===== config.mk =====
export PLATFORM = sky130hd
export DESIGN_NAME = scan_counter
export DESIGN_NICKNAME = d
export VERILOG_FILES = /design/src/source/scan_counter.sv
export SDC_FILE = /design/constraint.sdc
export NUM_CORES = 1
export LEC_CHECK = 0
export ABC_AREA = 1
export BUFFER_PORTS_ARGS = -buffer_cell sky130_fd_sc_hd__buf_2
export CAP_MARGIN = 0
export CORE_ASPECT_RATIO = 0.8
export CORE_MARGIN = 4
export CORE_UTILIZATION = 40
export CTS_CLUSTER_DIAMETER = 100
export DETAILED_ROUTE_END_ITERATION = 7
export GPL_ROUTABILITY_DRIVEN = 0
export MAX_ROUTING_LAYER = met4
export PLACE_DENSITY_LB_ADDON = 0.08
export SYNTH_ARGS = -nofsm -noshare
export SYNTH_HDL_FRONTEND = slang
export SYNTH_SLANG_ARGS = --single-unit
export TNS_END_PERCENT = 10

===== constraint.sdc =====
create_clock -name clk -period 1.7 [get_ports clk]
set_input_delay 0.17 -clock clk [delete_from_list [all_inputs] [get_ports clk]]
set_output_delay 0.17 -clock clk [all_outputs]
set_load 0.1 [all_outputs]

===== src/source/scan_counter.sv =====
`timescale 1ns/1ps

module scan_counter #(
    parameter int ADDR_WIDTH = 9
) (
    input  logic                  clk,
    input  logic                  rst_i,
    input  logic                  clear_i,
    input  logic                  en_i,
    input  logic [ADDR_WIDTH:0]   num_i,
    output logic [ADDR_WIDTH-1:0] addr_o,
    output logic                  last_o
);

    logic [ADDR_WIDTH-1:0] addr_q;
    logic [ADDR_WIDTH:0]   count_q;   // Entries in this scan

    always_ff @(posedge clk) begin
        if (rst_i) begin
            addr_q  <= '0;
            count_q <= '0;
        end else if (clear_i) begin
            addr_q  <= '0;
            count_q <= num_i;
        end else if (en_i) begin
            addr_q <= addr_q + 1'b1;
        end
    end

    assign addr_o = addr_q;
    assign last_o = ({1'b0, addr_q} == count_q - 1'b1);

endmodule


==> results.toml <==
[status]
status = "finished with violations"
violations = "negative setup slack"

[critical_path]
critPathRequiredTime_ns = 1.53
rrSetupSlack_ns = 0.33
timing.rr.start = "addr_o[1]"
start_kind = "flop"
reg2reg_depth = 8
reg2reg_to = "addr_o[6]"
crit_slowest_cell = "dfxtp_2"
crit_end = "last_o"
critPathArrivalTime_ns = 1.77
crit_path_cell_trace = "inv_2 -> ha_4 -> xor2_1 -> nand2_1 -> nor2_2 -> nand2_1 -> nor2_2 -> nand2_2 -> nor2_4 -> buf_12"
crit_start = "count_q[1]"
slowest_delay_ns = 0.36
criticalPathCategory = "reg2out"
cp_max_fo = 2
worstSetupEndpointType = "output port"

[global_routing]
gr-total-overflow = 0
antenna_found_initial = 0
grt_pass1_wl_um = 4750
grt_max_degree = 18
grt_pass1_vias = 1145
track_usage_pct = 17.5

[timing]
fmax_mhz = 516
rsz0062_at_grt = "true"
setup_violations = 1
slew_violations = 0
hold_violations = 0
period_share_pct = 114
slew_headroom_pct = 67.9
fin_ws_ns = -0.238
fin_skew_ns = 0.00639
worst_pin_slew_ns = 0.479
period_minus_slack_ns = 1.94
final.setup.tns_ns = -0.238

[detailed_routing]
vias = 1200
routed_wl_um = 2680
wl_per_cell_um = 11.0
drt-vias-per-instance = 4.94
drc_errors = 0
firstDrtPassIters = 4
drt_iter0_markers = 59
ant_nets = 0

[yosys]
yosys-top-cells-count = "nand2_1 (50), nor2_1 (26), inv_1 (24), dfxtp_1 (19), nand3_1 (15)"
syn_avg_cell_area_um2 = 6.12
yosys_warnings = 0
synth-main-ff-cell = "dfxtp_1"
netlist_area_mm2 = 0.00110
synth_area_leaders = "dfxtp_1 (35%), nand2_1 (17%), nor2_1 (8.9%), inv_1 (8.2%), nand3_1 (6.8%)"
synth_top_area_share_pct = 34.5
synth-async-reset-ratio_pct = 0
ys_types = 18
ys_seq_elements = 19
synth_fp_nets = 196
synth_edf_count = 0
yosysMostFrequentCell = "nand2_1"
ys_seq_area_share_pct = 34.5
synth_area_leader_cell = "dfxtp_1"
synthCells = 180

[power_and_ir_drop]
pwr-share-clk_pct = 25.8
internal-power_uw = 619
p_sw_uw = 286
ir_worst_vdd_uv = 473
swShare_pct = 31.6
power_density_mw_per_mm2 = 660
pwr-share-comb_pct = 22.2
p_seq_share_pct = 52.1
p_leak_uw = 0.000623

[run]
drv_cap = 0

[finish]
fillers = 279
multi_input_area_um2 = 658
layout.nets = 224
area_growth_pct = 24.4
final_util_pct = 53.9
diodes = 0
seqCellArea_um2 = 414
drive_gt1_share_pct = 24.2

[floorplan]
start_util_pct = 43.4
die_area_mm2 = 0.00366
dieHeight_um = 55.0
pin_count = 24
core_area_mm2 = 0.00254
die_w_um = 66.7
row_count = 16

[min_path]
min_path_cells = 3
hp-class = "in2reg"

[clock_network]
cts_tree = "yes"
clk_latency_ns = 0.30
clock_path_buffers = 2
clk_pin_slew_ns = 0.11
clock_sinks = 19
h-tree-depth = 1
cts_buffers = 3
cts-root-buf = "clkbuf_4"

[placed_design]
io_buffer_count = 23
place_hpwl_um = 2080
post-place-ws_ns = 0.0485
==> worst max-delay path: cells and delay by family, from the launching register on <==
| family | cells | cell delay [ns] |
|---|---|---|
| XOR/XNOR | 1 | 0.14 |
| flip-flops | 1 | 0.36 |
| buffers and inverters | 2 | 0.23 |
| AND/OR/NAND/NOR | 6 | 0.50 |
| adder cells (fa/ha/maj) | 1 | 0.26 |
==> metrics by stage <==
step | area, µm² | hold WS, ns | cells | power, µW
floorplan | 1160 | 0.300 | 180 | 624
finish | 1370 | 0.0844 | 243 | 905
CTS | 1360 | 0.0769 | 243 | 912
detailed placement | 1340 | 0.396 | 239 | 675
global route | 1370 | 0.0869 | 243 | 968
global placement | 1340 | 0.391 | 239 | 670
==> cells in the final DEF (no fill, tap or decap), types with 5 or more instances in the layout <==
cell     Yosys  routed
nand3_1     15      14
nor2_1      26      24
a21oi_1     13      13
nor2_2       4       5
nor3_1       6       6
inv_1       24      21
o21ai_0     11      11
buf_2        0      22
dfxtp_1     19       8
dfxtp_4      0       8
nand2_1     50      49
==> routing by layer <==
metal	routed length, µm	track usage [%]
met1	1290	20.9
met2	1250	30.3
met3	119	4.24
met4	25	4.05
met5	0	-
==> repair_timing <==
item / CTS / global route
gates resized for setup: 1 / 2
endpoints found under the setup margin: 1 / 1
buffers inserted: 0 / 0
hold buffers: 0 / 0
==> flip-flops by register name (all words and copies together) (netlist names) <==
register	flops
count_q	10
addr_o	9
==> power groups by stage <==
| stage | sequential (µW) | clock, µW | combinational [µW] |
|---|---|---|---|
| 3_5_place_dp | 482 | 0 | 194 |
| 5_1_grt | 475 | 261 | 232 |
| 4_1_cts | 471 | 245 | 196 |
| 2_1_floorplan | 489 | 0 | 136 |
| 6_report | 471 | 233 | 201 |
| 3_3_place_gp | 481 | 0 | 190 |
==> cell families (layout without fill, tap and decap cells) <==
kind of cell | after synthesis | after routing | share of synthesized area [%]
fa+ha+maj | 2 | 2 | 2.27
compound gates | 26 | 26 | 12.0
flops | 19 | 19 | 34.5
simple gates | 104 | 104 | 39.5
xor+xnor | 4 | 4 | 3.18
buf+inv | 25 | 52 | 8.51
==> worst min-delay path by stage <==
stage              from         end  slack (ns)
6_report       num_i[8]  count_q[8]        0.08
5_1_grt        num_i[8]  count_q[8]        0.09
4_1_cts        num_i[8]  count_q[8]        0.08
3_5_place_dp   num_i[8]  count_q[8]        0.40
3_3_place_gp   num_i[8]  count_q[8]        0.39
2_1_floorplan      en_i   addr_o[1]        0.30
==> area by class of cell <==
type	instances	share of cell area, %
tap	36	3.28
multi-input combinational	136	48.0
inverter	24	6.57
sequential	19	30.2
clock buffer	4	1.92
timing repair buffer	24	10.0
(Power assumes the default switching activity.)
