`src/source/match_pkg.sv`:
```
package match_pkg;

    // Bus and storage widths
    localparam int HOST_WORD_W = 32;
    localparam int RAM_WORD_W  = 64;
    localparam int RAM_LANES   = 8;

    // Result field widths
    localparam int IDX_W = 16;
    localparam int SAD_W = 16;

    // Host write command, one byte into one lane
    typedef struct packed {
        logic [17:0] pad_hi;
        logic [2:0]  lane;     // Byte lane of the RAM word
        logic [2:0]  pad_lo;
        logic [7:0]  data;     // Byte to store
    } wr_cmd_t;

    // Host read command, picks which half of the patch comes back
    typedef struct packed {
        logic [19:0] pad_hi;
        logic        half;
        logic [10:0] pad_lo;
    } rd_cmd_t;

    // Same host word seen as a write or as a read request
    typedef union packed {
        wr_cmd_t wr_cmd;
        rd_cmd_t rd_cmd;
    } host_cmd_u;

    typedef struct packed {
        logic [IDX_W-1:0] best_idx;
        logic [SAD_W-1:0] best_sad;
    } match_result_t;

    typedef enum logic [1:0] {
        IDLE,
        SCAN,
        DRAIN,
        DONE
    } scan_state_e;

endpackage

```
`src/source/match_fsm.sv`:
```
`timescale 1ns/1ps

module match_fsm (
    input  logic clk,
    input  logic rst_i,
    input  logic start_i,
    input  logic last_i,
    output logic cnt_clear_o,
    output logic cnt_en_o,
    output logic acc_clear_o,
    output logic busy_o,
    output logic done_o
);

    // One cycle for the RAM read, one for the SAD register
    localparam logic [1:0] DRAIN_CYCLES = 2'd2;

    match_pkg::scan_state_e state_q;
    match_pkg::scan_state_e state_d;
    logic [1:0]             drain_q;
    logic                   launch;

    assign launch = (state_q == match_pkg::IDLE) && start_i;

    always_comb begin
        state_d = state_q;
        case (state_q)
            match_pkg::IDLE: begin
                if (start_i) begin
                    state_d = match_pkg::SCAN;
                end
            end
            match_pkg::SCAN: begin
                if (last_i) begin
                    state_d = match_pkg::DRAIN;
                end
            end
            match_pkg::DRAIN: begin
                if (drain_q == DRAIN_CYCLES - 1'b1) begin
                    state_d = match_pkg::DONE;
                end
            end
            match_pkg::DONE:  state_d = match_pkg::IDLE;
            default:          state_d = match_pkg::IDLE;
        endcase
    end

    always_ff @(posedge clk) begin
        if (rst_i) begin
            state_q <= match_pkg::IDLE;
            drain_q <= '0;
        end else begin
            state_q <= state_d;
            if (state_q == match_pkg::DRAIN) begin
                drain_q <= drain_q + 1'b1;
            end else begin
                drain_q <= '0;   // Ready for the next drain
            end
        end
    end

    assign cnt_clear_o = launch;
    assign acc_clear_o = launch;
    assign cnt_en_o    = (state_q == match_pkg::SCAN);
    assign busy_o      = (state_q != match_pkg::IDLE);
    assign done_o      = (state_q == match_pkg::DONE);

endmodule

```
`config.mk`:
```
export PLATFORM = sky130hd
export DESIGN_NAME = match_fsm
export DESIGN_NICKNAME = d
export VERILOG_FILES = /design/src/source/match_pkg.sv /design/src/source/match_fsm.sv
export SDC_FILE = /design/constraint.sdc
export NUM_CORES = 1
export LEC_CHECK = 0
export BUFFER_PORTS_ARGS = -buffer_cell sky130_fd_sc_hd__buf_2
export CAP_MARGIN = 30
export CORE_AREA = 2 2 39 41
export CTS_CLUSTER_SIZE = 8
export DETAILED_ROUTE_END_ITERATION = 16
export DIE_AREA = 0 0 41 43
export SLEW_MARGIN = 20
export SYNTH_ARGS = -nofsm -noshare
export SYNTH_HDL_FRONTEND = slang
export SYNTH_SLANG_ARGS = --single-unit
```
`constraint.sdc`:
```
create_clock -name clk -period 1.2 [get_ports clk]
set_input_delay 0.24 -clock clk [delete_from_list [all_inputs] [get_ports clk]]
set_output_delay 0.24 -clock clk [all_outputs]
set_load 0.01 [all_outputs]
```
==> reports/results.ini <==
[outcome]
status=complete, but fails checks
violations=setup timing

[place]
io_buffers=8
gp_congestion=0.7019
dpl_worst_slack_ns=-0.07431
hpwl_um=327.1
placed_area_um2=334.1
dp_cells=52

[global_route]
grt_pass1_wl_um=724
grt_pass1_vias=208
grt.overflow.total=0
grt.total_usage_pct=6.713
antenna_found_initial=0
grt_max_degree=5

[synthesis]
synth_area_leaders=dfxtp_1 32%, ha_1 25%, inv_1 10%, a221oi_2 5.9%, nor2b_4 5.4%
synth_area_um2=254.0
synth_seq_cells=4
synthCells=28
synth_top_area_share_pct=31.53
avgSynthCellArea_um2=9.071
ys_seq_area_share_pct=31.53
synth_fp_nets=37
synth_top_area_cell=dfxtp_1
yosys_warnings=0
ys_types=11

[critical_path]
critPathMaxFanout=3
regToRegSetupSlack_ns=-0.08
required_ns=0.96
reg2reg_depth=5
crit_arrival_ns=1.04
critical_path_class=reg2out
crit_path_start_kind=flip-flop
critPathCaptureType=output pin

[sta]
final-max-slew-violation-count=0
hold_ws_ns=0.2897
hold_violations=0
setup_ws_ns=-0.08484
rsz0062_at_grt=yes
fmax_ghz=0.7783
period_minus_slack_ns=1.285
finalClockSkew_ns=0.006740
max_slew_margin_pct=81.91
finalSetupViolations=6
worst_pin_slew_ns=0.2714
finalCritPeriodShare_pct=107.1

[power_and_ir_drop]
power.density_nw_per_um2=2343
ir_drop_v=0.0005795
p_leak_nw=0.1910

[routing]
wire_per_inst_um=7.768
viasPerCell=3.804
ant_nets=0
drc=0
num_vias=213
drt_iter0_drc=1
drt-total-wl_um=435
first_pass_iters=2

[cts]
cts_tree=done
holdBufCountCts=0
htree_levels=1
clk-insertion-delay-late_ns=0.24
cts-root-buf=clkbuf_4
cts.reportedPaths.clkPinSlew_ns=0.04
cts_made_buffers=3
clockBufferDepth=2
cts_num_sinks=4

[floorplanning]
dieWidth_um=41
num_io_pins=9
initial_core_util_pct=18.35
die_y_um=43
fp-row-count=14
dieArea_um2=1763
coreArea_um2=1384

[finish]
drive_gt1_share_pct=62.50
area_growth_pct=63.55
final_common_cell=buf_2
n_antenna_cell=0
nets=51
finalNonFillerCells=56
fin_area_um2=415.4
mostFrequentLayoutCells=6 x buf_2, 4 x inv_1

[min_path]
min_path_cells=3
hp-class=in2reg

[job]
cap_violations=0

## cells by family after synthesis
group	share of synthesized area [%]
flip-flops	31.53
buffers and inverters	13.30
AND/OR/NAND/NOR	16.75
multiplexers	3.941
adder cells (fa/ha/maj)	24.63
AO/OA/AOI/OAI	9.851
## state kept, by name (all words and copies together) (netlist names)
signal and cells:
state_q 2, drain_q 2
## repair_timing
| action | 4_1_cts | 5_1_grt |
|---|---|---|
| pin swaps | 1 | 1 |
| gates resized for setup | 12 | 1 |
| setup endpoints to repair | 6 | 7 |
| buffers inserted | 1 | 0 |
## power by group
| group | total (mW) | leakage [nW] | switching, mW | internal, mW |
|---|---|---|---|---|
| sequential | 0.247 | 0.0340 | 0.0558 | 0.191 |
| combinational | 0.555 | 0.143 | 0.255 | 0.299 |
| clock | 0.172 | 0.0138 | 0.0598 | 0.112 |
| total | 0.973 | 0.191 | 0.371 | 0.603 |
## worst max-delay path: stages, from the launching register on
cell and delay (ns):
dfxtp_4 0.35, inv_4 0.07, ha_4 0.14, inv_2 0.04
nor2_2 0.07, buf_2 0.13
## final timing paths
kind | from | endpoint
worst max-delay path | state_q[1] | acc_clear_o
worst min-delay path | rst_i | state_q[0]
worst max register to register | state_q[1] | state_q[0]
worst min register to register | drain_q[0] | drain_q[0]
## synthesized netlist by cell type
| library cell | number |
|---|---|
| o211a_1 | 1 |
| mux2i_1 | 1 |
| or3_1 | 1 |
| nand2_1 | 3 |
| a221oi_2 | 1 |
| nor2b_4 | 1 |
| nor2_1 | 3 |
| ha_1 | 5 |
| dfxtp_1 | 4 |
| inv_1 | 7 |
| buf_4 | 1 |
## metal layers
metal	global-route usage (%)	up-vias	part of all wire, %
met2	9.375	7	55
met1	6.070	94	36
met5	0	-	0
met4	10.00	0	4.6
met3	1.571	2	4.8
li1	-	110	-
## per-stage QoR
| step | utilization (%) | TNS [ns] | total power [mW] |
|---|---|---|---|
| 2_1_floorplan | - | -0.006087 | 0.5470 |
| 3_3_place_gp | 24.14 | -0.1112 | 0.6434 |
| 3_5_place_dp | 24.14 | -0.1445 | 0.6500 |
| 4_1_cts | 29.57 | -0.2993 | 0.9573 |
| 5_1_grt | 30.02 | -0.7221 | 1.067 |
| 6_report | 30.02 | -0.3671 | 0.9734 |
## final cells by class
class | count | area, um2
fillers | 148 | 968.4
multi-input cells | 16 | 182.7
flip-flops and latches | 4 | 87.58
repair buffers | 10 | 71.32
inverters | 7 | 31.28
clock buffers | 3 | 22.52
well taps | 16 | 20.02
Power figures use the tool's default switching activity.
